==> config.mk <==
export PLATFORM = sky130hd
export DESIGN_NAME = regfile
export DESIGN_NICKNAME = d
export VERILOG_FILES = /design/src/rtl/core_pkg.sv /design/src/rtl/regfile.sv
export SDC_FILE = /design/constraint.sdc
export NUM_CORES = 2
export LEC_CHECK = 0
export ABC_CLOCK_PERIOD_IN_PS = 2800
export BUFFER_PORTS_ARGS = -buffer_cell sky130_fd_sc_hd__buf_2
export CORE_MARGIN = 2
export CORE_UTILIZATION = 48
export CTS_CLUSTER_SIZE = 30
export DETAILED_ROUTE_END_ITERATION = 10
export PLACE_DENSITY = 0.67
export SYNTH_ARGS = -nofsm -noshare
export SYNTH_HDL_FRONTEND = slang
export SYNTH_SLANG_ARGS = --single-unit
==> constraint.sdc <==
create_clock -name clk -period 2.8 [get_ports clk]
set_input_delay 0.28 -clock clk [delete_from_list [all_inputs] [get_ports clk]]
set_output_delay 0.28 -clock clk [all_outputs]
set_load 0.01 [all_outputs]
==> src/rtl/core_pkg.sv <==
package core_pkg;

    parameter int NUM_REGS = 32;

    typedef logic [31:0] word_t;
    typedef logic [4:0]  reg_addr_t;

    typedef enum logic [3:0] {
        ALU_ADD, ALU_SUB, ALU_AND, ALU_OR, ALU_XOR,
        ALU_SLT, ALU_SLL, ALU_SRL, ALU_LUI, ALU_NOP
    } alu_op_e;

    // primary opcodes, MIPS32 encoding
    typedef enum logic [5:0] {
        OP_SPECIAL = 6'h00,
        OP_ADDIU   = 6'h09,
        OP_ORI     = 6'h0d,
        OP_LUI     = 6'h0f
    } opcode_e;

    // funct field of SPECIAL
    typedef enum logic [5:0] {
        FN_SLL  = 6'h00,
        FN_SRL  = 6'h02,
        FN_ADDU = 6'h21,
        FN_SUBU = 6'h23,
        FN_AND  = 6'h24,
        FN_OR   = 6'h25,
        FN_XOR  = 6'h26,
        FN_SLT  = 6'h2a
    } funct_e;

endpackage

==> src/rtl/regfile.sv <==
module regfile (
    input  logic                clk,
    input  logic                rst_n_i,
    input  core_pkg::reg_addr_t raddr1_i,
    input  core_pkg::reg_addr_t raddr2_i,
    input  core_pkg::reg_addr_t raddr3_i,
    input  core_pkg::reg_addr_t raddr4_i,
    input  logic                wen1_i,
    input  core_pkg::reg_addr_t waddr1_i,
    input  core_pkg::word_t     wdata1_i,
    input  logic                wen2_i,
    input  core_pkg::reg_addr_t waddr2_i,
    input  core_pkg::word_t     wdata2_i,
    output core_pkg::word_t     rdata1_o,
    output core_pkg::word_t     rdata2_o,
    output core_pkg::word_t     rdata3_o,
    output core_pkg::word_t     rdata4_o
);

    core_pkg::word_t regs [core_pkg::NUM_REGS];

    // same-cycle write passes through, slave port first
    function automatic core_pkg::word_t read_port(input core_pkg::reg_addr_t addr);
        if (addr == '0) return '0;
        if (wen2_i && waddr2_i == addr) return wdata2_i;
        if (wen1_i && waddr1_i == addr) return wdata1_i;
        return regs[addr];
    endfunction

    always_comb begin
        rdata1_o = read_port(raddr1_i);
        rdata2_o = read_port(raddr2_i);
        rdata3_o = read_port(raddr3_i);
        rdata4_o = read_port(raddr4_i);
    end

    always_ff @(posedge clk) begin
        if (!rst_n_i) begin
            for (int i = 0; i < core_pkg::NUM_REGS; i++) begin
                regs[i] <= '0;
            end
        end else begin
            if (wen1_i) begin
                regs[waddr1_i] <= wdata1_i;
            end
            // slave is younger, so its write lands last
            if (wen2_i) begin
                regs[waddr2_i] <= wdata2_i;
            end
        end
    end

    r0_zero_a : assert property (
        @(posedge clk) disable iff (!rst_n_i)
        (wen1_i || wen2_i) |=> regs[0] == '0
    );

endmodule

# --- Yosys cells after proc, flatten, opt, wreduce, memory -nomap -nowiden ---
# Memory sizes are Yosys's and may differ from the RTL's.
# Index checks and enable logic that the tools add are counted.
totals:
  regBits: 0
  ramBits: 1024
  input_bits: 98
  output_inout_bits: 128
  wordCells: 84
  memories: 1
memory_table:
  columns: ["memory", "words", "width", "rd", "rd_ports_with_merged_regs", "write_ports", "line", "source"]
  rows:
  - ["regs", 32, 32, 4, 0, 32, "regfile.sv:20", "core_pkg::word_t regs [core_pkg::NUM_REGS];"]
op_classes:
  n_eq_ne: 8
  n_mux: 61
  n_reduce_logical: 14
ops:
  columns: ["op", "count"]
  rows:
  - ["32-bit 2-to-1 mux", 26]
  - ["32-bit OR reduction", 2]
  - ["5-bit equality test", 8]
  - ["1-bit 2-to-1 mux", 33]
  - ["5-bit zero test", 4]
  - ["5-bit 2-to-1 mux", 2]
  - ["1-bit logical AND", 8]

# --- Depth between registers and ports, before layout ---
depth:
  ltp_word: 9
  depth_mapped: 10
  mapped_depth_nobuf: 5

# --- Worst setup path after synthesis ---
# OpenSTA, ideal clock, no wires.
synth_timing:
  path_type: "input to register"
  startpoint: "input port wen2_i"
  endpoint: "memory regs[20][0] in the netlist's numbering (enable)"
  setup_ns: 0.395
  t_arrival_ns: 2.439
  required_time_ns: 2.405
  slack_ns: -0.034
  cell_stages: 7
  path_buffers: 3
  path_cell_list: "clkbuf_1 > nand2_1 > or3_1 > clkbuf_1 > nor2_1 > clkbuf_1 > nand3b_1"
synth_rtl:
  columns: ["element", "line", "source"]
  rows:
  - ["from (decl)", "regfile.sv:11", "input logic wen2_i,"]
  - ["to (decl)", "regfile.sv:20", null]

==> impl_metrics.py <==
metrics = {
    "clocking": {
        "cts_root_buf": "clkbuf_16",
        "cts_made_buffers": 118,
        "htree_levels": 3,
        "cts_hold_buffers": 0,
        "tritoncts": "done",
        "cts_buffer_depth": 3,
        "clk_pin_slew_worst_paths_ns": 0.06,
        "clock-sinks": 1024,
    },
    "global_routing": {
        "grt_overflow": 0,
        "grt.total_usage_pct": 47.6,
        "grt_start_max_net_pins": 40,
        "grt_pass1_vias": 67685,
        "antenna_found_initial": 6,
        "grt_pass1_wl_mm": 541,
    },
    "power_and_ir_drop": {
        "swShare_pct": 31.3,
        "combPwrFrac_pct": 25.8,
        "leakagePower_uw": 0.0342,
        "p_int_uw": 32900,
        "pwr-share-clk_pct": 35.0,
        "switchingPower_uw": 15000,
        "power.density_nw_per_um2": 498,
        "pwr-share-seq_pct": 39.2,
        "max-vdd-ir-drop_mv": 0.567,
    },
    "final_layout": {
        "final_area_sq_um": 96100,
        "drive_above_1_share_pct": 48.2,
        "fillers": 12418,
        "largest_register_ff_count": 1024,
        "area_growth_pct": 24.2,
        "top_regs": "regs x1024",
        "regMostFlops": "regs",
        "nets": 6210,
        "stdcell_count": 8381,
        "fin_util_pct": 59.9,
    },
    "synthesis": {
        "synth.cell_area_sq_um": 77400,
        "synth_edf_count": 1024,
        "yosys.area.top_type_share_pct": 39.7,
        "synth-seq-cells": 1024,
        "synth_top_family_by_area": "multiplexers",
        "synth_ff_type": "edfxtp_1",
        "synth-adder-area-share_pct": 0,
        "synth_xor_area_share_pct": 0.453,
        "synth_compound_area_share_pct": 19.8,
        "muxShareOfSynthArea_pct": 31.3,
        "synth.most_common_cell": "a22o_1",
        "synth_fp_nets": 5760,
        "synth_top_cells_by_count": "a22o_1, edfxtp_1, mux4_2",
        "async_flop_share_pct": 0,
        "synth_cells": 5662,
        "yosys_warnings": 0,
        "avgSynthCellArea_sq_um": 13.7,
        "yosys.area.top_type": "edfxtp_1",
        "synth_seq_area_share_pct": 39.7,
        "ys_types": 48,
        "synthSimpleGateAreaFrac_pct": 3.67,
        "ys_top_cells_by_area": "edfxtp_1, mux4_2, a22o_1",
    },
    "timing": {
        "finalMaxSlewViolations": 0,
        "final_hold_viol_count": 0,
        "worstMarginPinSlew_ns": 1.45,
        "max-slew-margin-rel_pct": 3.19,
        "fmax_mhz": 292,
        "finalSetupViolCount": 128,
        "worst_slack_ns": -0.626,
        "fin_tns_setup_ns": -45.17,
        "period_minus_slack_ns": 3.43,
        "rsz0062_at_grt": "true",
        "fin_crit_sh_pct": 122,
    },
    "floorplan": {
        "die-height_microns": 405,
        "initial_core_util_pct": 48.2,
        "dieWidth_microns": 405,
        "rows": 147,
        "core_area_sq_um": 160000,
        "dieArea_sq_um": 164000,
        "io_pins": 226,
    },
    "status": {
        "violations": "setup timing",
        "status": "complete, but fails checks",
    },
    "detailed_routing": {
        "drc_errors": 0,
        "wl_met3_mm": 63.3,
        "via_per_inst": 8.39,
        "highest_layer": "met5",
        "totalWireLength_mm": 398,
        "postRouteAntennaNets": 0,
        "wl_met1_mm": 131,
        "wl_met2_mm": 164,
        "drt_iter0_markers": 13180,
        "wl_per_cell_microns": 47.4,
        "drtPass1Iterations": 6,
        "via_count": 70299,
    },
    "setup_path": {
        "critPathArrivalTime_ns": 3.15,
        "end_kind": "primary output",
        "cp_data_required_time_ns": 2.52,
        "crit_fanout": 2,
        "critPathKind": "flop to primary output",
        "start_kind": "flop",
    },
    "placed_design": {
        "dp_cells": 8136,
        "hpwl_mm": 265,
        "postPlaceCellArea_sq_um": 88900,
        "gp_congestion": 1.04,
        "port_buffers": 225,
    },
    "hold_path": {
        "hold_path.class": "primary input to flop",
    },
    "flow_run": {
        "cap_violations": 0,
    },
}
==> power groups by stage <==
| stage | logic (uW) | registers, uW | clock network [uW] |
|---|---|---|---|
| CTS | 11600 | 18700 | 16600 |
| finish | 12400 | 18700 | 16700 |
| detailed placement | 11000 | 19000 | 0 |
| global placement | 10900 | 18900 | 0 |
| global route | 12400 | 18800 | 17200 |
| floorplan | 6020 | 18700 | 0 |
==> final cells by class <==
type / instances / area (sq um) / area share [%]
clock inverter: 85 / 1070 / 1.12
multi-input combinational: 3709 / 46200 / 48.1
clock buffer: 140 / 3040 / 3.16
inverter: 6 / 22.5 / 0.0234
antenna: 4 / 10.0 / 0.0104
sequential: 1024 / 30700 / 32.0
tap: 2160 / 2700 / 2.81
timing repair buffer: 1253 / 12300 / 12.8
==> per-stage QoR <==
stage	setup WS (ns)	hold WS (ns)	total power [uW]
3_3_place_gp	-0.554	0.831	29800
4_1_cts	-0.599	0.0196	47000
2_1_floorplan	0.0460	0.709	24700
3_5_place_dp	-0.552	0.840	30000
6_report	-0.626	0.0724	47800
5_1_grt	-0.613	0.0576	48500
==> final timing paths <==
kind / start / end / cells past startpoint
setup / recovery: regs[4][30]$_DFFE_PP_ / rdata2_o[30] / 7
hold / removal: wdata1_i[15] / regs[11][15]$_DFFE_PP_ / 2
==> routing by layer <==
layer / up-vias / track usage [%]
met4: 10 / 38.2
met3: 1890 / 17.4
li1: 25529 / -
met2: 7680 / 66.5
met5: - / 0
met1: 35190 / 59.2
==> placed cells by master, fill, tap and decap left out, types with 16 or more instances in the layout <==
cell          n
o221ai_1    124
buf_4       768
a211oi_2     51
nand3b_1     39
mux2_2      249
and3_1       27
xnor2_1      24
nor4_4       29
nor4_2       78
o211a_1      44
mux2_4       53
mux2i_1     314
bufinv_16    19
clkbuf_1     22
mux4_2      780
buf_2       189
and3_4       28
a221oi_4     36
xor2_1       16
edfxtp_1   1024
a221o_2      17
nor4_1       17
a22oi_1      34
buf_6        32
nor2_4       70
a221o_1     110
nand2_1     163
a22oi_2      30
a221oi_1    107
a221oi_2     37
clkbuf_16   118
a22o_1     1081
buf_12      256
clkinv_1     21
==> critical path: stages, from the launching register on <==
cell      delay, ns
edfxtp_1       0.41
buf_4          0.16
mux4_2         0.50
mux4_2         0.48
nor2_2         0.11
a21oi_2        0.07
a221o_1        0.45
buf_6          0.18
==> cells by family after synthesis <==
family / after synthesis
simple gates: 535
buf+inv: 929
mux: 1404
compound gates: 1730
xor+xnor: 40
flops: 1024
==> repair_timing <==
action,CTS,global route
pin swaps,227,67
setup buffers,39,31
gates cloned,0,0
resized for setup,441,93
endpoints found under the setup margin,128,128
Power figures use the tool's default switching activity.
