===== src/rtl/core_pkg.sv =====
package core_pkg;

    parameter int NUM_REGS = 32;

    typedef logic [31:0] word_t;
    typedef logic [4:0]  reg_addr_t;

    typedef enum logic [3:0] {
        ALU_ADD, ALU_SUB, ALU_AND, ALU_OR, ALU_XOR,
        ALU_SLT, ALU_SLL, ALU_SRL, ALU_LUI, ALU_NOP
    } alu_op_e;

    // primary opcodes, MIPS32 encoding
    typedef enum logic [5:0] {
        OP_SPECIAL = 6'h00,
        OP_ADDIU   = 6'h09,
        OP_ORI     = 6'h0d,
        OP_LUI     = 6'h0f
    } opcode_e;

    // funct field of SPECIAL
    typedef enum logic [5:0] {
        FN_SLL  = 6'h00,
        FN_SRL  = 6'h02,
        FN_ADDU = 6'h21,
        FN_SUBU = 6'h23,
        FN_AND  = 6'h24,
        FN_OR   = 6'h25,
        FN_XOR  = 6'h26,
        FN_SLT  = 6'h2a
    } funct_e;

endpackage


===== src/rtl/forward_unit.sv =====
module forward_unit (
    input  core_pkg::reg_addr_t src_i,
    input  core_pkg::word_t     rf_data_i,
    input  logic                e_slave_wen_i,
    input  core_pkg::reg_addr_t e_slave_waddr_i,
    input  core_pkg::word_t     e_slave_wdata_i,
    input  logic                e_master_wen_i,
    input  core_pkg::reg_addr_t e_master_waddr_i,
    input  core_pkg::word_t     e_master_wdata_i,
    input  logic                m_slave_wen_i,
    input  core_pkg::reg_addr_t m_slave_waddr_i,
    input  core_pkg::word_t     m_slave_wdata_i,
    input  logic                m_master_wen_i,
    input  core_pkg::reg_addr_t m_master_waddr_i,
    input  core_pkg::word_t     m_master_wdata_i,
    output core_pkg::word_t     value_o
);

    // newest producer first
    assign value_o = (src_i == '0)                                ? '0 :
                     (e_slave_wen_i && e_slave_waddr_i == src_i)   ? e_slave_wdata_i :
                     (e_master_wen_i && e_master_waddr_i == src_i) ? e_master_wdata_i :
                     (m_slave_wen_i && m_slave_waddr_i == src_i)   ? m_slave_wdata_i :
                     (m_master_wen_i && m_master_waddr_i == src_i) ? m_master_wdata_i :
                                                                     rf_data_i;

endmodule


===== config.mk =====
export PLATFORM = sky130hd
export DESIGN_NAME = forward_unit
export DESIGN_NICKNAME = d
export VERILOG_FILES = /design/src/rtl/core_pkg.sv /design/src/rtl/forward_unit.sv
export SDC_FILE = /design/constraint.sdc
export NUM_CORES = 1
export LEC_CHECK = 0
export BUFFER_PORTS_ARGS = -buffer_cell sky130_fd_sc_hd__buf_2
export CAP_MARGIN = 25
export CORE_AREA = 3 3 85 87
export DETAILED_ROUTE_END_ITERATION = 6
export DIE_AREA = 0 0 88 90
export PLACE_DENSITY = 0.77
export SKIP_LAST_GASP = 1
export SLEW_MARGIN = 20
export SYNTH_ARGS = -nofsm -noshare
export SYNTH_HDL_FRONTEND = slang
export SYNTH_SLANG_ARGS = --single-unit

===== constraint.sdc =====
create_clock -name vclk -period 7.2
set_input_delay 1.44 -clock vclk [all_inputs]
set_output_delay 1.44 -clock vclk [all_outputs]
set_load 0.005 [all_outputs]

After elaboration in Yosys (flattened, before gate mapping)

Cells that the tools add are included.

Equality and inequality tests: 4
Multiplexer cells: 5
Reductions and logical operators: 5

Operator list:

| cell               | count |
|---|---|
| 32-bit two-way mux | 5 |
| 5-bit == test      | 4 |
| 5-bit zero test    | 1 |
| 1-bit logical AND  | 4 |

Flip-flop bits (word level): 0
Bits of input ports: 189
Logic and storage cells: 14

Longest topological paths before layout

Word-level depth: 7
Mapped depth: 8
Gate-level depth less buffers: 5

Least setup slack after synthesis

Ideal clock, no wire load.

Path type: in2out
From: input src_i[3]
To: output value_o[0]
Data arrival time: 2856 ps
Required time: 5760 ps
Path slack: 2904 ps
Cell stages on the path: 8
Buffers on the path: 3
Cell sequence: buf_2 -> or4_1 -> nor2_1 -> o21ba_1 -> buf_6 -> buf_6 -> a32oi_1 -> o31ai_1

Longest elaborated chain between the ends: 7
Elaborated cells on any way between the ends: 14
Those cells by class: eq/ne (4); mux (5); reduce/logical (5)

Ends and longest elaborated chain:

| element              | RTL line           | text |
|---|---|---|
| from (decl)          | forward_unit.sv:2  | `input core_pkg::reg_addr_t src_i,` |
| 5-bit == test        | forward_unit.sv:24 | `(m_master_wen_i && m_master_waddr_i == src_i) ? m_master_wdata_i :` |
| 1-bit logical AND    | forward_unit.sv:24 |  |
| 32-bit two-way mux   | forward_unit.sv:24 |  |
| 32-bit two-way mux   | forward_unit.sv:23 | `(m_slave_wen_i && m_slave_waddr_i == src_i) ? m_slave_wdata_i :` |
| 32-bit two-way mux   | forward_unit.sv:22 | `(e_master_wen_i && e_master_waddr_i == src_i) ? e_master_wdata_i :` |
| 32-bit two-way mux   | forward_unit.sv:21 | `(e_slave_wen_i && e_slave_waddr_i == src_i) ? e_slave_wdata_i :` |
| 32-bit two-way mux * | forward_unit.sv:20 | `assign value_o = (src_i == '0) ? '0 :` |
| to (decl)            | forward_unit.sv:16 | `output core_pkg::word_t value_o` |

Every way passes the cells marked *; elsewhere a longest branch is shown, timed or not.

Worst setup path after layout

From: input src_i[2]
To: output value_o[13]

The elaborated chain is that of the path after synthesis.

==> flow_summary.html <==
<table>
<tr><th>Metric</th><th>Value</th></tr>
<tr><th colspan="2">Global route</th></tr>
<tr><td>Initial antenna violation count</td><td>0</td></tr>
<tr><td>Vias in the first global route</td><td>~2600</td></tr>
<tr><td>Global-route wire length before repair</td><td>~12000 um</td></tr>
<tr><td>Largest net degree at the start of global routing</td><td>34</td></tr>
<tr><td>GR Util All Layers</td><td>between 10% and 20%</td></tr>
<tr><td>Gr ovfl total</td><td>0</td></tr>
<tr><th colspan="2">Floorplan</th></tr>
<tr><td>Die span in y</td><td>approximately 90 um</td></tr>
<tr><td>Starting density of the core</td><td>24.7%</td></tr>
<tr><td>Placeable core region</td><td>6420 um^2</td></tr>
<tr><td>Area of the die</td><td>about 7900 um^2</td></tr>
<tr><td>Number of placed I/O pins</td><td>about 220</td></tr>
<tr><td>Number of core rows</td><td>29</td></tr>
<tr><td>Die boundary width</td><td>around 88 um</td></tr>
<tr><th colspan="2">STA</th></tr>
<tr><td>Number of failing hold endpoints at the final stage</td><td>0</td></tr>
<tr><td>Final Setup Violations</td><td>0</td></tr>
<tr><td>Rel. slew slack</td><td>33.0%</td></tr>
<tr><td>Max frequency</td><td>between 150 and 200 MHz</td></tr>
<tr><td>Share of the cycle needed by the critical path after routing</td><td>between 60% and 70%</td></tr>
<tr><td>Worst hold-check slack</td><td>roughly 3.2 ns</td></tr>
<tr><td>Final Slew Violations</td><td>0</td></tr>
<tr><td>Unrepaired setup endpoints after global routing</td><td>false</td></tr>
<tr><td>Setup Total Neg Slack</td><td>0 ns</td></tr>
<tr><td>Worst-margin pin slew</td><td>approximately 1.0 ns</td></tr>
<tr><td>Final Critical Period</td><td>between 5 and 6 ns</td></tr>
<tr><th colspan="2">Synth</th></tr>
<tr><td>Proportion of synthesized chip area in sequential cells</td><td>0%</td></tr>
<tr><td>Number of instances in the synthesized netlist</td><td>231</td></tr>
<tr><td>Netlist Area Pre-Place</td><td>roughly 1600 um^2</td></tr>
<tr><td>Area leader, netlist</td><td>a32oi_1</td></tr>
<tr><td>Yosys warning total</td><td>0</td></tr>
<tr><td>Proportion of netlist area held by the largest area contributor</td><td>between 10% and 20%</td></tr>
<tr><td>Avg Inst Size Synth</td><td>6.86 um^2</td></tr>
<tr><td>Number of nets produced by synthesis</td><td>between 400 and 500</td></tr>
<tr><td>Yosys cell types</td><td>19</td></tr>
<tr><td>Top post-synthesis cells by area</td><td>a32oi_1 (18%), a211oi_1 (15%), o21a_1 (15%)</td></tr>
<tr><th colspan="2">Worst setup path</th></tr>
<tr><td>Kind of capture point of the worst setup path</td><td>output pin</td></tr>
<tr><td>Launching element type of the critical path</td><td>primary input</td></tr>
<tr><td>Data arrival time of the worst path</td><td>between 3 and 4 ns</td></tr>
<tr><td>WS Path Type</td><td>in2out</td></tr>
<tr><td>Number of buffers and inverters on the critical path</td><td>4</td></tr>
<tr><td>Critical path's top delay family</td><td>buffers and inverters</td></tr>
<tr><td>Max stage delay on crit path</td><td>between 0.7 and 0.8 ns</td></tr>
<tr><td>Slowest stage cell, crit path</td><td>nor2_2</td></tr>
<tr><td>Biggest fanout along the worst timing path</td><td>33</td></tr>
<tr><td>Ordered list of cells on the worst path</td><td>buf_2, xnor2_1, nand2_1, buf_4, nor2_2, buf_4, a211oi_1, o31ai_1, buf_2</td></tr>
<tr><td>CP Data Required Time</td><td>between 5 and 6 ns</td></tr>
<tr><th colspan="2">Run status</th></tr>
<tr><td>Result of the run</td><td>finished clean</td></tr>
<tr><th colspan="2">Clock tree</th></tr>
<tr><td>Buffer count from post-CTS setup fixing</td><td>0</td></tr>
<tr><td>Post_cts resized</td><td>0</td></tr>
<tr><td>Quantity of hold-fixing buffers added after cts</td><td>0</td></tr>
<tr><th colspan="2">Final layout</th></tr>
<tr><td>Filler cells</td><td>approximately 690</td></tr>
<tr><td>Area occupied by registers</td><td>0 um^2</td></tr>
<tr><td>Area of the multi-input gates</td><td>around 1400 um^2</td></tr>
<tr><td>Number of antenna repair diodes</td><td>0</td></tr>
<tr><td>Layout cell share with drive strength beyond 1</td><td>about 55%</td></tr>
<tr><td>Area grow syn2layout</td><td>70.8%</td></tr>
<tr><td>Post-route cell area</td><td>roughly 2700 um^2</td></tr>
<tr><td>Non-filler instance count after layout</td><td>504</td></tr>
<tr><td>Layout Nets</td><td>a little over 600</td></tr>
<tr><td>Layout clock buffers</td><td>0</td></tr>
<tr><td>Sequential cells</td><td>0</td></tr>
<tr><th colspan="2">Route</th></tr>
<tr><td>Drt total wl</td><td>roughly 8300 um</td></tr>
<tr><td>Number of DRC violations after detailed routing</td><td>0</td></tr>
<tr><td>Detailed Route Iter0 Violations</td><td>87</td></tr>
<tr><td>Routed WL per cell</td><td>roughly 17 um</td></tr>
<tr><td>Overall via count from detail_route</td><td>between 2000 and 3000</td></tr>
<tr><td>Ratio of routed vias to standard cells</td><td>about 5.3</td></tr>
<tr><td>Antenna viol nets, final</td><td>0</td></tr>
<tr><td>First-pass detailed-route iteration total</td><td>4</td></tr>
<tr><th colspan="2">Pwr</th></tr>
<tr><td>Total power density per cell area</td><td>approximately 53 nW/um^2</td></tr>
<tr><td>Post-layout power</td><td>around 0.14 mW</td></tr>
<tr><td>Peak supply drop</td><td>between 0.00003 and 0.00004 V</td></tr>
<tr><td>Lkg Pwr</td><td>1.27 nW</td></tr>
<tr><th colspan="2">Placement</th></tr>
<tr><td>Routability Congestion</td><td>between 0.9 and 1</td></tr>
<tr><td>Half-perimeter wire length after placement</td><td>between 6000 and 7000 um</td></tr>
<tr><td>Number of port buffers</td><td>between 200 and 250</td></tr>
<tr><td>Placed Instances</td><td>roughly 500</td></tr>
<tr><td>Placed instance area</td><td>about 2700 um^2</td></tr>
<tr><th colspan="2">Min path</th></tr>
<tr><td>Hold WC Path Type</td><td>in2out</td></tr>
<tr><th colspan="2">Flow run</th></tr>
<tr><td>Count of maximum capacitance violations</td><td>0</td></tr>
</table>
-- per-layer routing --
metal / share of wire [%] / GRT usage (%) / vias up
met2: 51 / 35.3 / 147
met5: 0 / 0 / -
met1: 41 / 23.9 / 1206
met4: 1.0 / 2.17 / 0
met3: 7.4 / 0.914 / 8
li1: - / - / 1323
-- stage by stage --
step           util, %  worst slack (ns)
6_report          42.1              2.17
5_1_grt           42.1              2.01
4_1_cts           42.1              2.19
3_5_place_dp      42.1              2.19
3_3_place_gp      41.5              2.13
2_1_floorplan        -              2.90
-- area by class of cell --
class,instances,share of cell area [%]
Multi-Input combinational cell,197,52.0
Timing Repair Buffer,230,44.4
Tap cell,77,3.56
-- cells in the mapped netlist --
library cell and instances:
clkbuf_1 12, o21ai_2 1, and2_1 2, nor2_1 35, clkbuf_2 1, a32oi_1 32
nand2_1 4, nand4_1 3, nor4_2 1, nor3_1 1, o21ba_1 1, buf_2 16
o31ai_1 32, buf_6 5, or4_1 1, o21a_1 32, xnor2_1 16, xor2_1 4
a211oi_1 32
-- cells in the final DEF (no fill, tap or decap) --
cell,netlist,layout
buf_8,0,1
buf_4,0,7
nor4_2,1,1
and2_1,2,2
o21ba_1,1,1
nor2_2,0,2
nor2_1,35,33
buf_2,16,221
nor3_2,0,1
a211oi_1,32,32
nand2_1,4,4
or4_1,1,1
o21ai_2,1,1
nand4_1,3,3
a32oi_1,32,32
xnor2_1,16,16
buf_16,0,1
o31ai_1,32,32
xor2_1,4,4
o21a_1,32,32
-- power by group --
part	total, mW	switching [mW]	internal, mW
logic	0.144	0.0652	0.0791
clock network	0	0	0
registers	0	0	0
total	0.144	0.0652	0.0791
-- worst paths after layout --
kind,start,slack (ns),to,depth (start not counted)
max,src_i[2],2.17,value_o[13],9
min,e_slave_wdata_i[29],3.16,value_o[29],4
-- cell families after synthesis --
logic type	synth area share (%)
AO/OA/AOI/OAI	64.4
AND/OR/NAND/NOR	12.8
buffers and inverters	11.8
XOR/XNOR	11.1
Note: power is estimated with default switching activity, not from simulation.
