<file path="config.mk">
export PLATFORM = sky130hd
export DESIGN_NAME = decoder
export DESIGN_NICKNAME = d
export VERILOG_FILES = /design/src/rtl/core_pkg.sv /design/src/rtl/decoder.sv
export SDC_FILE = /design/constraint.sdc
export NUM_CORES = 1
export LEC_CHECK = 0
export BUFFER_PORTS_ARGS = -buffer_cell sky130_fd_sc_hd__buf_4
export CORE_MARGIN = 2
export CORE_UTILIZATION = 34
export DETAILED_ROUTE_END_ITERATION = 7
export PLACE_DENSITY = 0.85
export SLEW_MARGIN = 20
export SYNTH_ARGS = -nofsm -noshare
export SYNTH_HDL_FRONTEND = slang
export SYNTH_SLANG_ARGS = --single-unit
</file>
<file path="constraint.sdc">
create_clock -name vclk -period 2.66
set_input_delay 0.798 -clock vclk [all_inputs]
set_output_delay 0.798 -clock vclk [all_outputs]
set_load 0.02 [all_outputs]
</file>
<file path="src/rtl/core_pkg.sv">
package core_pkg;

    parameter int NUM_REGS = 32;

    typedef logic [31:0] word_t;
    typedef logic [4:0]  reg_addr_t;

    typedef enum logic [3:0] {
        ALU_ADD, ALU_SUB, ALU_AND, ALU_OR, ALU_XOR,
        ALU_SLT, ALU_SLL, ALU_SRL, ALU_LUI, ALU_NOP
    } alu_op_e;

    // primary opcodes, MIPS32 encoding
    typedef enum logic [5:0] {
        OP_SPECIAL = 6'h00,
        OP_ADDIU   = 6'h09,
        OP_ORI     = 6'h0d,
        OP_LUI     = 6'h0f
    } opcode_e;

    // funct field of SPECIAL
    typedef enum logic [5:0] {
        FN_SLL  = 6'h00,
        FN_SRL  = 6'h02,
        FN_ADDU = 6'h21,
        FN_SUBU = 6'h23,
        FN_AND  = 6'h24,
        FN_OR   = 6'h25,
        FN_XOR  = 6'h26,
        FN_SLT  = 6'h2a
    } funct_e;

endpackage

</file>
<file path="src/rtl/decoder.sv">
module decoder (
    input  core_pkg::word_t     inst_i,
    output core_pkg::reg_addr_t rs_o,
    output core_pkg::reg_addr_t rt_o,
    output logic [4:0]          shamt_o,
    output core_pkg::word_t     imm_value_o,
    output core_pkg::alu_op_e   alu_op_o,
    output logic                sel_shamt_o,
    output logic                sel_imm_o,
    output core_pkg::reg_addr_t reg_waddr_o,
    output logic                reg_wen_o
);

    logic [5:0]          opcode;
    logic [5:0]          funct;
    core_pkg::reg_addr_t rd;
    logic                supported;

    assign opcode  = inst_i[31:26];
    assign rs_o    = inst_i[25:21];
    assign rt_o    = inst_i[20:16];
    assign rd      = inst_i[15:11];
    assign shamt_o = inst_i[10:6];
    assign funct   = inst_i[5:0];

    // only addiu sign-extends
    assign imm_value_o = (opcode == core_pkg::OP_ADDIU) ? {{16{inst_i[15]}}, inst_i[15:0]}
                                                        : {16'd0, inst_i[15:0]};

    always_comb begin
        alu_op_o    = core_pkg::ALU_NOP;
        sel_shamt_o = 1'b0;
        sel_imm_o   = 1'b1;
        reg_waddr_o = rt_o;
        supported   = 1'b1;
        case (opcode)
            core_pkg::OP_SPECIAL: begin
                sel_imm_o   = 1'b0;
                reg_waddr_o = rd;
                case (funct)
                    core_pkg::FN_ADDU: alu_op_o = core_pkg::ALU_ADD;
                    core_pkg::FN_SUBU: alu_op_o = core_pkg::ALU_SUB;
                    core_pkg::FN_AND:  alu_op_o = core_pkg::ALU_AND;
                    core_pkg::FN_OR:   alu_op_o = core_pkg::ALU_OR;
                    core_pkg::FN_XOR:  alu_op_o = core_pkg::ALU_XOR;
                    core_pkg::FN_SLT:  alu_op_o = core_pkg::ALU_SLT;
                    core_pkg::FN_SLL: begin
                        alu_op_o    = core_pkg::ALU_SLL;
                        sel_shamt_o = 1'b1;
                    end
                    core_pkg::FN_SRL: begin
                        alu_op_o    = core_pkg::ALU_SRL;
                        sel_shamt_o = 1'b1;
                    end
                    default: supported = 1'b0;
                endcase
            end
            core_pkg::OP_ADDIU: alu_op_o = core_pkg::ALU_ADD;
            core_pkg::OP_ORI:   alu_op_o = core_pkg::ALU_OR;
            core_pkg::OP_LUI:   alu_op_o = core_pkg::ALU_LUI;
            default:            supported = 1'b0;
        endcase
    end

    assign reg_wen_o = supported && (reg_waddr_o != '0);

endmodule

</file>
Word level (Yosys, flattened, before mapping). Index checks and enable logic that the tools add are counted.

Register bits: 0. Input bits: 32. Output and inout bits: 59. Logic and storage cells: 26.

Eq/ne operators: 10. Mux-type cells: 9. Reduce and logical (&&, ||, !) cells: 7.

Operators by type and width (number): $eq A6 B6 Y1 const B (6); $mux W32 (1); $pmux W4 S8 (1); $eq A6 B4 Y1 const B (3); $pmux W4 S4 (1); $logic_not A6 Y1 (2); $reduce_or A8 Y1 (1); $eq A6 B2 Y1 const B (1); $mux W5 (1); $reduce_bool A5 Y1 (1); $mux W1 (4); $reduce_or A3 Y1 (1); $pmux W1 S2 (1); $reduce_or A2 Y1 (1); $logic_and A1 B1 Y1 (1).

Logic depth before layout (Yosys ltp).
Depth after elaboration: 5. Gate-level depth with buffers: 5. Mapped depth without buffers: 4.

Least setup slack after synthesis. OpenSTA, ideal clock, no wires.

Kind: input -> output. Start point: in inst_i[27]. End point: out imm_value_o[17]. Arrival: 1.930 ns. Data required time: 1.862 ns. Setup slack: -0.068 ns. Cell stages on the path: 4. Buffers on the path: 1. Path through: nor3_4 and2b_1 and3_1 buf_4.

Cells in the longest elaborated chain, start to end: 2.

Ends and longest elaborated chain: from (decl) (line decoder.sv:2) `input core_pkg::word_t inst_i,`; $eq A6 B4 Y1 (line decoder.sv:27) `assign imm_value_o = (opcode == core_pkg::OP_ADDIU) ? {{16{inst_i[15]}}, inst_i[15:0]}`; $mux W32 (line decoder.sv:27); to (decl) (line decoder.sv:6) `output core_pkg::word_t imm_value_o,`.

Every way passes these cells.

Worst setup path in the final report.
Start point: in inst_i[26]. End point: out alu_op_o[1].

Cells in the longest elaborated chain, start to end: 2. Elaborated cells between the ends (all ways): 5. Those cells by class: eq/ne (3); mux (1); reduce/logical (1).

Ends and longest elaborated chain: $eq A6 B4 Y1 or $logic_not A6 Y1 (tied branches) (line decoder.sv:36) `case (opcode)`; $pmux W4 S4 (*) (line decoder.sv:36); to (decl) (line decoder.sv:7) `output core_pkg::alu_op_e alu_op_o,`.

Mark *: on every way between the ends. The rest lies on a longest branch, timed or not.

==> impl_results.rst <==
.. list-table::
   :header-rows: 1

   * - Metric
     - Value
   * - Result of the run
     - complete, but fails checks
   * - Violations in the final reports
     - negative setup slack
   * - Die X-Extent
     - 49.7 um
   * - # diodes
     - 0
   * - Via-to-Cell Ratio
     - between 4 and 5
   * - Critical path fanouts, max
     - 10
   * - Number of cells after detailed placement
     - 139
   * - Final routed wirelength across all metal layers
     - between 1.5 and 2 mm
   * - Area occupied by registers
     - 0 sq um
   * - Max Cap Viol
     - 0
   * - Critical path startpoint category
     - input pin
   * - Number of non-filler instances in the completed layout
     - 141
   * - First-pass GRT wire length
     - 2.64 mm
   * - Worst slack at placement
     - -0.0219 ns
   * - Pin count of the biggest net entering global routing
     - 17
   * - Final antenna-violating net count
     - 0
   * - Kind of path behind the tightest hold check
     - in -> out
   * - Post-synthesis cell type count
     - 29
   * - Area growth syn-to-layout
     - 30.9%
   * - Die ar.
     - ~2500 sq um
   * - Initial core utilization
     - 36.2%
   * - Setup violation total in the final timing report
     - 1
   * - Final GP Congestion
     - approximately 0.72
   * - Worst endpoint required time
     - 1.86 ns
   * - Quantity of I/O buffers inserted on ports
     - 66
   * - Std-Cell Rows
     - 16
   * - Final-layout setup total negative slack
     - -0.0131 ns
   * - Arrival time reported for the critical path endpoint
     - between 1.5 and 2 ns
   * - All-Layer GR Usage
     - 13.1%
   * - Starting DRC count in detailed routing
     - 3
   * - Clock buffer count
     - 0
   * - Worst IR Drop VDD
     - just over 0.07 mV
   * - FF+latch count
     - 0
   * - Category of the critical setup timing path
     - in -> out
   * - Time the worst path needs with I/O delays and setup
     - 2.67 ns
   * - Placeable core region
     - 1960 sq um
   * - Initial DRT Pass Iterations
     - 4
   * - Average cell area after synthesis
     - 7.63 sq um
   * - Netlist Area Pre-Place
     - 709 sq um
   * - Wirelength per Cell
     - 13.5 um
   * - Number of antenna violations at the first check in global routing
     - 0
   * - Maximum clock frequency
     - roughly 0.37 GHz
   * - Boundary Pins
     - 91
   * - Post-route worst hold slack
     - between 1.5 and 2 ns
   * - Number of buffers inserted for hold repair after clock tree synthesis
     - 0
   * - Post-route worst setup slack
     - -0.0131 ns
   * - Synth Warn #
     - 0
   * - Layout Cell Area excl Fill
     - 928 sq um
   * - Post-synthesis instance total
     - 93
   * - Layout net count
     - ~150
   * - Height of the die
     - 49.7 um
   * - Power Density
     - roughly 140 nW/um^2
   * - Sequential share of the synthesized area
     - 0%
   * - Total DRC errors in the routed layout
     - 0
   * - Post-route total power
     - around 0.13 mW
   * - Overflow left after global routing
     - 0
   * - Detail Placement HPWL
     - 1.53 mm
   * - Total number of vias
     - between 600 and 700
   * - Via count of the first global-routing pass
     - 569
   * - Layout Utilization
     - 47.3%
   * - Static leakage
     - 0.492 nW
   * - Slew Limit Headroom
     - 70.7%
   * - Period Utilization, post-route
     - 100%
   * - Transition time at the pin with the least slew margin
     - 0.438 ns
   * - Proportion of layout cells with a drive suffix above 1
     - approximately 78%
   * - Max-slew violation count
     - 0
   * - RSZ-0062 raised after global routing
     - true
   * - Area after detailed placement
     - 892 sq um
   * - Number of endpoints with negative hold slack in the final report
     - 0
   * - Endpoint kind of the worst setup timing path
     - output pin
   * - Net Count, Synth
     - 125
==> synth_stat cells <==
master | number | area (sq um)
sky130_fd_sc_hd__inv_1 | 2 | 7.51
sky130_fd_sc_hd__nor3_1 | 4 | 20.0
sky130_fd_sc_hd__nand4_1 | 2 | 12.5
sky130_fd_sc_hd__xor2_1 | 1 | 8.76
sky130_fd_sc_hd__o21ai_0 | 1 | 5.00
sky130_fd_sc_hd__o41ai_2 | 1 | 16.3
sky130_fd_sc_hd__o21a_1 | 1 | 7.51
sky130_fd_sc_hd__nand2_1 | 4 | 15.0
sky130_fd_sc_hd__nor4_1 | 1 | 6.26
sky130_fd_sc_hd__nor2_1 | 4 | 15.0
sky130_fd_sc_hd__and2_1 | 1 | 6.26
sky130_fd_sc_hd__and2b_1 | 1 | 7.51
sky130_fd_sc_hd__a21oi_1 | 2 | 10.0
sky130_fd_sc_hd__nand2_4 | 1 | 11.3
sky130_fd_sc_hd__o21ai_2 | 1 | 8.76
sky130_fd_sc_hd__a32o_1 | 1 | 10.0
sky130_fd_sc_hd__inv_2 | 1 | 3.75
sky130_fd_sc_hd__mux2_4 | 5 | 75.1
sky130_fd_sc_hd__a21oi_2 | 1 | 8.76
sky130_fd_sc_hd__a31oi_1 | 2 | 12.5
sky130_fd_sc_hd__buf_4 | 46 | 345
sky130_fd_sc_hd__buf_2 | 1 | 5.00
sky130_fd_sc_hd__nand3_1 | 1 | 5.00
sky130_fd_sc_hd__and3_1 | 1 | 6.26
sky130_fd_sc_hd__buf_6 | 1 | 11.3
sky130_fd_sc_hd__a22oi_1 | 1 | 7.51
sky130_fd_sc_hd__nor3_2 | 3 | 30.0
sky130_fd_sc_hd__nor3_4 | 1 | 16.3
sky130_fd_sc_hd__a2111oi_2 | 1 | 15.0
==> critical path, cell delays in order <==
cell and delay [ns]:
sky130_fd_sc_hd__buf_4 0.12, sky130_fd_sc_hd__nor3_2 0.23, sky130_fd_sc_hd__nand2_4 0.17, sky130_fd_sc_hd__o41ai_2 0.36
sky130_fd_sc_hd__buf_4 0.20
==> area by class of cell <==
class / instances / area, sq um
timing repair buffer: 68 / 514
tap: 27 / 33.8
inverter: 3 / 11.3
multi-input combinational: 43 / 369
fill: 207 / 1030
==> worst paths after layout <==
path,end,from,cells after the start
worst max-delay path,alu_op_o[1],inst_i[26],5
worst min-delay path,rs_o[1],inst_i[22],0
==> where the power goes <==
group          switching [mW]  internal, mW  total [mW]
clock network               0             0           0
logic                  0.0696        0.0615       0.131
registers                   0             0           0
total                  0.0696        0.0615       0.131
==> per-layer routing <==
| metal | GRT usage [%] | share of wire (%) | up-vias |
|---|---|---|---|
| li1 | - | - | 319 |
| met1 | 16.5 | 36 | 284 |
| met2 | 21.8 | 47 | 51 |
| met3 | 2.12 | 13 | 10 |
| met4 | 5.56 | 3.7 | 0 |
| met5 | 0 | 0 | - |
==> cells in the final DEF, fill, tap and decap left out, types with 2 or more instances in the layout <==
cell	count
sky130_fd_sc_hd__nor2_1	3
sky130_fd_sc_hd__inv_1	2
sky130_fd_sc_hd__nor3_1	4
sky130_fd_sc_hd__mux2_4	5
sky130_fd_sc_hd__and3_4	2
sky130_fd_sc_hd__buf_4	67
sky130_fd_sc_hd__nor3_2	3
sky130_fd_sc_hd__a31oi_1	2
sky130_fd_sc_hd__nand4_1	2
sky130_fd_sc_hd__a21oi_1	2
sky130_fd_sc_hd__nand2_1	3
==> logic make-up after synthesis <==
logic type	Yosys count	synth area share, %
AOI/OAI and AO/OA	12	14.3
and+or+nand+nor	24	21.3
muxes	5	10.6
buffers and inverters	51	52.6
xor gates and xnor gates	1	1.23
==> repair_timing <==
item                                    CTS  global route
pin swaps                                 0             4
setup buffers                             0             1
cloned                                    0             1
gates resized for setup                   1             5
endpoints found under the setup margin   16             3
Power figures use the tool's default switching activity.
