==> src/rtl/core_pkg.sv <==
package core_pkg;

    parameter int NUM_REGS = 32;

    typedef logic [31:0] word_t;
    typedef logic [4:0]  reg_addr_t;

    typedef enum logic [3:0] {
        ALU_ADD, ALU_SUB, ALU_AND, ALU_OR, ALU_XOR,
        ALU_SLT, ALU_SLL, ALU_SRL, ALU_LUI, ALU_NOP
    } alu_op_e;

    // primary opcodes, MIPS32 encoding
    typedef enum logic [5:0] {
        OP_SPECIAL = 6'h00,
        OP_ADDIU   = 6'h09,
        OP_ORI     = 6'h0d,
        OP_LUI     = 6'h0f
    } opcode_e;

    // funct field of SPECIAL
    typedef enum logic [5:0] {
        FN_SLL  = 6'h00,
        FN_SRL  = 6'h02,
        FN_ADDU = 6'h21,
        FN_SUBU = 6'h23,
        FN_AND  = 6'h24,
        FN_OR   = 6'h25,
        FN_XOR  = 6'h26,
        FN_SLT  = 6'h2a
    } funct_e;

endpackage

==> src/rtl/fetch_issue.sv <==
module fetch_issue #(
    parameter core_pkg::word_t RESET_PC = 32'h0000_0000
) (
    input  logic                clk,
    input  logic                rst_n_i,
    input  logic                i_stall_i,
    input  logic                master_reg_wen_i,
    input  core_pkg::reg_addr_t master_reg_waddr_i,
    input  core_pkg::reg_addr_t slave_rs_i,
    input  core_pkg::reg_addr_t slave_rt_i,
    output core_pkg::word_t     pc_o,
    output logic                pair_valid_o,
    output logic                slave_issue_o
);

    logic raw_hazard;

    assign pair_valid_o = ~i_stall_i;

    // slave reads the register the master writes
    // (master_reg_wen_i is already low for r0)
    assign raw_hazard = master_reg_wen_i &&
                        (slave_rs_i == master_reg_waddr_i || slave_rt_i == master_reg_waddr_i);

    assign slave_issue_o = pair_valid_o & ~raw_hazard;

    // a held slave is refetched as the next master
    always_ff @(posedge clk) begin
        if (!rst_n_i) begin
            pc_o <= RESET_PC;
        end else if (pair_valid_o) begin
            pc_o <= pc_o + (slave_issue_o ? 32'd8 : 32'd4);
        end
    end

    pc_aligned_a : assert property (
        @(posedge clk) disable iff (!rst_n_i)
        pc_o[1:0] == 2'b00
    );

endmodule

==> config.mk <==
export PLATFORM = sky130hd
export DESIGN_NAME = fetch_issue
export DESIGN_NICKNAME = d
export VERILOG_FILES = /design/src/rtl/core_pkg.sv /design/src/rtl/fetch_issue.sv
export SDC_FILE = /design/constraint.sdc
export NUM_CORES = 1
export LEC_CHECK = 0
export BUFFER_PORTS_ARGS = -buffer_cell sky130_fd_sc_hd__buf_4
export CAP_MARGIN = 20
export CORE_MARGIN = 5
export CORE_UTILIZATION = 55
export CTS_CLUSTER_DIAMETER = 120
export CTS_CLUSTER_SIZE = 16
export DETAILED_ROUTE_END_ITERATION = 10
export GPL_TIMING_DRIVEN = 0
export PLACE_DENSITY = 0.85
export SLEW_MARGIN = 30
export SYNTH_ARGS = -nofsm -noshare
export SYNTH_HDL_FRONTEND = slang
export SYNTH_SLANG_ARGS = --single-unit
export TNS_END_PERCENT = 50
==> constraint.sdc <==
create_clock -name clk -period 8.24 [get_ports clk]
set_input_delay 1.648 -clock clk [delete_from_list [all_inputs] [get_ports clk]]
set_output_delay 1.648 -clock clk [all_outputs]
set_load 0.02 [all_outputs]
# Word-level counts from Yosys, hierarchy flattened
# Index checks and enable logic that the tools add are counted.
# word_totals
wordCells	10
mem_count	0
romBits	0
latchBits	0
register_bits	32
mem_bits_rw	0
in_bits	19
# classes
order_cmp	0
shift	0
n_addsub	1
multipliers	0
n_mux	1
div	0
bitwise_logic	3
n_reduce_logical	2
eq_ne	2
# op_table
cell	n
adder 32 x 4 -> 32 bit	1
== test 5 bit	2
two-way mux 4 bit	1
inverter 1 bit	2
bitwise AND 1 bit	1
logical AND 1 bit	1
logical OR 1 bit	1

# Logic depth before layout (Yosys ltp)
# Gate-level depths: netlist of run 1.
# logic_depth
ltp_word	7
ltp_mapped	12
mapped_depth_nobuf	11

# Least setup slack after synthesis of run 1
# No wires, ideal clock.
# synth_timing
path_kind	input to register
from	input master_reg_waddr_i[4]
to	register pc_o[30]
path_stages	11
n_path_buf	0
arrival_ps	4075
t_required_ps	8170
setup_time_ps	70
slack_ps	4095
cell_sequence	xnor2_1 nand3_1 o22ai_1 a21o_1 ha_1 inv_1 fa_1 nor3b_1 nand3_1 or4_1 a21oi_1
# synth_via
elab_chain_cells	7
# synth_rtl
item	line	rtl
start, declared	fetch_issue.sv:8	input core_pkg::reg_addr_t master_reg_waddr_i,
== test 5 bit	fetch_issue.sv:23	(slave_rs_i == master_reg_waddr_i || slave_rt_i == master_reg_waddr_i);
logical OR 1 bit *	fetch_issue.sv:23	
logical AND 1 bit *	fetch_issue.sv:22	assign raw_hazard = master_reg_wen_i &&
inverter 1 bit *	fetch_issue.sv:25	assign slave_issue_o = pair_valid_o & ~raw_hazard;
bitwise AND 1 bit *	fetch_issue.sv:25	
two-way mux 4 bit *	fetch_issue.sv:32	pc_o <= pc_o + (slave_issue_o ? 32'd8 : 32'd4);
adder 32 x 4 -> 32 bit *	fetch_issue.sv:32	
end signal, assigned	fetch_issue.sv:32	
end, declared	fetch_issue.sv:11	output core_pkg::word_t pc_o,
# Mark *: on every way between the ends. The rest lies on a longest branch, timed or not.
# A chain may end at the register's enable or synchronous reset.

# Worst setup path in the final report of run 1
# layout_timing
from	input master_reg_waddr_i[2]
to	register pc_o[26]
# The elaborated chain is that of the path after synthesis.

==> results of run 1 <==
[cell usage after synthesis (2+ instances only)]
| master | number | area share [%] |
|---|---|---|
| and2_1 | 2 | 0.73 |
| a21oi_1 | 20 | 5.8 |
| clkbuf_1 | 2 | 0.44 |
| xor2_1 | 3 | 1.5 |
| nor2_1 | 10 | 2.2 |
| or4_1 | 16 | 7.0 |
| buf_4 | 2 | 0.87 |
| buf_6 | 5 | 3.3 |
| inv_1 | 7 | 1.5 |
| xnor2_1 | 16 | 8.1 |
| o21ai_0 | 3 | 0.87 |
| nor4_1 | 2 | 0.73 |
| and4_2 | 3 | 1.7 |
| or3_1 | 3 | 1.1 |
| nand2_1 | 11 | 2.4 |
| nor3_1 | 2 | 0.58 |
| nand3_1 | 11 | 3.2 |
| and4_1 | 2 | 1.0 |
| dfxtp_1 | 30 | 35 |
| o31ai_1 | 15 | 6.5 |
| ha_1 | 2 | 1.5 |
| nand4_1 | 7 | 2.5 |
| clkbuf_8 | 3 | 2.4 |
[per-layer routing]
layer	share of wire (%)	vias to the layer above
li1	-	840
met1	46	748
met2	49	44
met3	4.9	4
met4	0.67	0
met5	0	-
[worst min path at each step]
stage,to,slack (ns)
floorplan,pc_o[31],0.55
global placement,pc_o[31],0.46
detailed placement,pc_o[31],0.48
CTS,pc_o[31],0.50
global route,pc_o[31],0.52
finish,pc_o[31],0.49
[cells by family (layout without fill, tap and decap cells)]
family / count (synthesis) / count (layout) / synth area share (%)
AOI/OAI and AO/OA: 42 / 42 / 14.9
xor gates and xnor gates: 19 / 19 / 9.67
adders and majority gates: 3 / 3 / 2.62
buffers and inverters: 20 / 77 / 8.72
DFF: 30 / 30 / 34.9
muxes: 1 / 1 / 0.581
other: 1 / 2 / 0.218
and+or+nand+nor: 79 / 79 / 28.4
[critical path: cells and delay by family]
kind | cells | cell delay (ns)
AND/OR/NAND/NOR | 4 | 1.61
AO/OA/AOI/OAI | 3 | 0.58
adder cells (fa/ha/maj) | 2 | 0.56
buffers and inverters | 2 | 0.17
XOR/XNOR | 1 | 0.15
[through the flow]
step | cell area, um2 | worst slack [ns]
after floorplan | 1730 | 4.10
after detailed placement | 2150 | 3.42
final | 2210 | 3.77
after global placement | 2150 | 3.46
after CTS | 2210 | 3.74
after global routing | 2210 | 3.46
[power by group]
group	switching (mW)	internal, mW
Clock	0.0489	0.0413
Combinational	0.0156	0.0171
Sequential	0.00156	0.146
Total	0.0661	0.205
[layout make-up]
type	count	area [um2]	area share, %
buffer	13	124	5.61
inverter	7	26.3	1.19
clock buffer	7	55.1	2.49
sequential	30	601	27.2
tap	44	55.1	2.49
timing repair buffer	49	368	16.7
multi-input combinational	146	975	44.1
clock inverter	1	5.00	0.227
==> flow_metrics.env, run 1 <==
export IMPL_grt_setup_unrepaired="false"
export IMPL_io_buffers=49
export IMPL_detail_route_antenna_nets=0
export IMPL_dp_hpwl_mm=3.05
export IMPL_hp_start="pc_o[31]"
export IMPL_synth_enable_flop_cells=0
export IMPL_hold_class="flop to flop"
export IMPL_globalRouteMet2Util_pct=33.4
export IMPL_core_rowCount=20
export IMPL_worst_ep_arrival_time_ns=4.72
export IMPL_maxCapViolCount=0
export IMPL_gp_congestion=0.793
export IMPL_finalHoldWorstSlack_ns=0.493
export IMPL_core_area_um2=3030
export IMPL_timing_fmax_mhz=224
export IMPL_diodes=0
export IMPL_yosysSeqAreaShare_pct=34.9
export IMPL_top_regs="pc_o: 30 flops"
export IMPL_fin_cells=297
export IMPL_vdd_ir_drop_max_mv=0.0925
export IMPL_cts_setup_buffers=0
export IMPL_setup_violations=0
export IMPL_drt_initial_drc_count=167
export IMPL_synth_warnings=0
export IMPL_reg2reg_depth=7
export IMPL_syn_cell_area_um2=1720
export IMPL_wl_per_cell_um=13.7
export IMPL_ys_flop_type="dfxtp_1"
export IMPL_crit_required_ns=8.50
export IMPL_ios=53
export IMPL_die_w_um=66.0
export IMPL_hold_buffers=0
export IMPL_ys_types=41
export IMPL_hold_viol=0
export IMPL_totalWireLength_mm=4.06
export IMPL_cts_resized=0
export IMPL_top_register="pc_o"
export IMPL_busiest_layer="met2"
export IMPL_worst_skew_pair_late_latency_ns=0.32
export IMPL_final_common_cell="buf_4"
export IMPL_place_inst=289
export IMPL_cpMostUsedCell="nand3_1"
export IMPL_r2r_start="pc_o[2]"
export IMPL_grt_antenna_before_repair=0
export IMPL_cts_tree="built"
export IMPL_slowest_delay_ns=0.57
export IMPL_cts_clk_slew_worst_paths_ns=0.09
export IMPL_grt_pass1_wl_mm=7.01
export IMPL_cp_end_kind="flop"
export IMPL_largest_reg_flops=30
export IMPL_viasPerCell=5.51
export IMPL_clockBufferDepth=2
export IMPL_crit_fanout=8
export IMPL_whs_path_depth=2
export IMPL_r2r_end="pc_o[26]"
export IMPL_layout_common_cells="51 x buf_4, 30 x dfxtp_1, 20 x a21oi_1, 16 x xnor2_1, 16 x or4_1"
export IMPL_drive_above_1_share_pct=29.2
export IMPL_synth_seq_cells=30
export IMPL_finClkSkew_ns=0.00257
export IMPL_use_met1_pct=25.9
export IMPL_syn_inst=195
export IMPL_min_period_over_period_pct=54.2
export IMPL_p_per_area_nw_per_um2=123
export IMPL_synth_async_sr_flop_share_pct=0
export IMPL_fin_crit_ns=4.47
export IMPL_grt_max_degree=11
export IMPL_cts_sinks=30
export IMPL_grt_ovfl_total=0
export IMPL_avgSynthCellArea_um2=8.83
export IMPL_crit_start="master_reg_waddr_i[2]"
export IMPL_die_area_um2=4350
export IMPL_cp_endpoint="pc_o[26]"
export IMPL_fp_dieH_um=66.0
export IMPL_slew_violations=0
export IMPL_utilization_pct=72.9
export IMPL_worst_pin_slew_ns=0.662
export IMPL_start_util_pct=56.9
export IMPL_path_cells="buf_4 > xnor2_1 > nand3_1 > o22ai_1 > a21o_1 > ha_1 > inv_1 > fa_1 > nor3b_1 > nand3_1 > or4_1 > a21oi_1"
export IMPL_htree_levels=2
export IMPL_worst_r2r_setup_slack_ns=5.53
export IMPL_vias=1636
export IMPL_nets=274
export IMPL_status="complete, no violations"
export IMPL_cts_root_buf="clkbuf_4"
export IMPL_num_fill_cells=255
export IMPL_fin_total_pwr_uw=271
export IMPL_slowest_stage="nor3b_1"
export IMPL_drc_errors=0
export IMPL_areaGrowthSynthToFinish_pct=28.3
export IMPL_crit_type="primary input to flop"
export IMPL_p_leak_nw=0.832
export IMPL_cts_made_buffers=5
export IMPL_grt_usage_pct=20.3
export IMPL_tns_ns=0
export IMPL_slew_headroom_pct=55.8
export IMPL_grt_use_met3_pct=5.78
export IMPL_first_global_vias=1569
export IMPL_critPathLaunchType="primary input"
export IMPL_first_pass_iters=4
No activity file was read; power rests on OpenSTA's default activity.
==> inputs of run 2 (changes only) <==
Settings changed: CORE_UTILIZATION 55 to 46, PLACE_DENSITY 0.85 to 0.76.
Clock period 8.24 ns to 4 ns, I/O delays scaled along.
==> run 2 against run 1 <==
Against the previous run:
- final cell count is 1.3% higher
- die area increased by 16%
- sequential power grew 110%
- power rose by 150%
- sequential cell count unchanged
- core utilization is 11 points lower
- final area up 2.5%
- clock power rose to 3.2 times the previous value
- wire length rose by 2.7%
- setup slack got worse by 3.2 ns
- via count is 2.4% higher
- clock skew increased by 0.0023 ns
- critical path type unchanged
- critical endpoint is now pc_o[28]
- largest cell class unchanged
==> flow_metrics.env, run 2 (synthesis results as in run 1) <==
export IMPL_globalRouteMet2Util_pct=28.4
export IMPL_min_period_over_period_pct=85.6
export IMPL_top_register="pc_o"
export IMPL_r2r_end="pc_o[28]"
export IMPL_io_buffers=49
export IMPL_maxCapViolCount=0
export IMPL_cts_sinks=30
export IMPL_first_pass_iters=4
export IMPL_ios=53
export IMPL_drive_above_1_share_pct=29.2
export IMPL_min_to="pc_o[31]"
export IMPL_grt_max_degree=11
export IMPL_grt_pass1_wl_mm=7.24
export IMPL_grt_antenna_before_repair=0
export IMPL_diodes=0
export IMPL_fin_crit_ns=3.42
export IMPL_core_area_um2=3630
export IMPL_critPathLaunchType="primary input"
export IMPL_cts_made_buffers=5
export IMPL_gp_congestion=0.784
export IMPL_areaGrowthSynthToFinish_pct=31.5
export IMPL_slowest_delay_ns=0.55
export IMPL_slowest_stage="or4_1"
export IMPL_clockBufferDepth=2
export IMPL_crit_start="master_reg_waddr_i[4]"
export IMPL_totalWireLength_mm=4.16
export IMPL_drt_initial_drc_count=128
export IMPL_drc_errors=0
export IMPL_start_util_pct=47.4
export IMPL_power_frac_clock_pct=44.1
export IMPL_vdd_ir_drop_max_mv=0.200
export IMPL_busiest_layer="met2"
export IMPL_top_regs="pc_o: 30 flops"
export IMPL_cell_internal_pwr_uw=523
export IMPL_nets=274
export IMPL_swShare_pct=21.4
export IMPL_hold_class="flop to flop"
export IMPL_finClkSkew_ns=0.00484
export IMPL_p_per_area_nw_per_um2=294
export IMPL_r2r_start="pc_o[2]"
export IMPL_htree_levels=2
export IMPL_worst_skew_pair_late_latency_ns=0.28
export IMPL_whs_path_depth=2
export IMPL_layout_common_cells="51 x buf_4, 30 x dfxtp_1, 20 x a21oi_1, 16 x xnor2_1, 16 x or4_1"
export IMPL_p_sw_uw=143
export IMPL_reg2reg_depth=7
export IMPL_die_area_um2=5070
export IMPL_finalHoldWorstSlack_ns=0.488
export IMPL_timing_fmax_mhz=292
export IMPL_cp_end_kind="flop"
export IMPL_cts_clk_slew_worst_paths_ns=0.06
export IMPL_grt_setup_unrepaired="false"
export IMPL_crit_fanout=8
export IMPL_worst_ep_arrival_time_ns=3.63
export IMPL_die_w_um=71.2
export IMPL_largest_reg_flops=30
export IMPL_core_rowCount=22
export IMPL_cpMostUsedCell="nand3_1"
export IMPL_use_met1_pct=22.0
export IMPL_seqPwrFrac_pct=45.8
export IMPL_p_leak_nw=0.849
export IMPL_wl_per_cell_um=13.8
export IMPL_crit_required_ns=4.20
export IMPL_setup_violations=0
export IMPL_grt_use_met3_pct=4.97
export IMPL_fin_total_pwr_uw=665
export IMPL_detail_route_antenna_nets=0
export IMPL_first_global_vias=1620
export IMPL_worst_r2r_setup_slack_ns=1.53
export IMPL_fp_dieH_um=71.2
export IMPL_path_cells="buf_4 > xnor2_1 > nand3_1 > o22ai_1 > a21o_1 > ha_1 > inv_1 > fa_1 > nor3b_2 > nand3_1 > or4_1 > a21oi_1"
export IMPL_dp_hpwl_mm=3.11
export IMPL_status="complete, no violations"
export IMPL_cts_tree="built"
export IMPL_grt_ovfl_total=0
export IMPL_viasPerCell=5.56
export IMPL_tns_ns=0
export IMPL_final_common_cell="buf_4"
export IMPL_hold_viol=0
export IMPL_cts_setup_buffers=0
export IMPL_cts_root_buf="clkbuf_8"
export IMPL_slew_violations=0
export IMPL_pwr_share_comb_pct=10.1
export IMPL_hp_start="pc_o[31]"
export IMPL_grt_usage_pct=17.5
export IMPL_crit_type="primary input to flop"
export IMPL_vias=1675
export IMPL_num_fill_cells=362
## run 2: changes by cell type in the layout (fill, tap and decap cells not counted)
cell | previous run | this run
bufinv_16 | 0 | 1
clkbuf_1 | 3 | 4
nor3b_1 | 1 | 0
nor3b_2 | 0 | 1
clkbuf_8 | 4 | 8
clkinv_2 | 1 | 0
clkbuf_4 | 5 | 0
## run 2: area by class of cell
class,instances,area (um2),share of cell area [%]
flip-flops and latches,30,601,26.5
repair buffers,49,368,16.2
clock buffers,7,76.3,3.37
well taps,48,60.1,2.65
plain buffers,13,124,5.47
clock inverters,1,30.0,1.33
inverters,7,26.3,1.16
multi-input cells,146,980,43.3
## run 2: per-stage QoR
step	worst slack (ns)	util [%]	cells	instance area [um2]
floorplan	0.703	-	196	1730
CTS	0.257	62.2	301	2260
detailed placement	0.0258	59.3	293	2150
global placement	0.0787	59.3	293	2150
global route	0.314	62.3	301	2260
finish	0.575	62.3	301	2260
## run 2: power by group through the flow
stage | Sequential, mW | Clock [mW] | Combinational [mW]
after CTS | 0.305 | 0.304 | 0.0679
after global placement | 0.311 | 0 | 0.0663
after detailed placement | 0.311 | 0 | 0.0679
after floorplan | 0.314 | 0 | 0.0367
final | 0.305 | 0.293 | 0.0672
after global routing | 0.305 | 0.317 | 0.0753
## run 2: critical path: cells and delay by family
family | cells | cell delay (ns)
xor+xnor | 1 | 0.15
fa+ha+maj | 2 | 0.59
simple gates | 4 | 1.32
compound gates | 3 | 0.59
buf+inv | 2 | 0.17
## run 2: what timing repair did
item | in CTS | in global routing
setup endpoints to repair | 0 | 1
gates resized for setup | 0 | 1
hold buffers | 0 | 0
## run 2: how the worst max path moves through the flow
stage | end | slack, ns | cells past startpoint
2_1_floorplan | pc_o[30] | 0.70 | 11
5_1_grt | pc_o[28] | 0.31 | 12
6_report | pc_o[28] | 0.58 | 12
4_1_cts | pc_o[28] | 0.26 | 12
3_3_place_gp | pc_o[28] | 0.08 | 12
3_5_place_dp | pc_o[28] | 0.03 | 12
## run 2: layer usage
metal  wire, um  share of wire [%]  up-vias
met4         51                1.2        0
met2       2020                 48       48
met3        236                5.7        7
met5          0                  0        -
met1       1860                 45      784
li1           -                  -      836
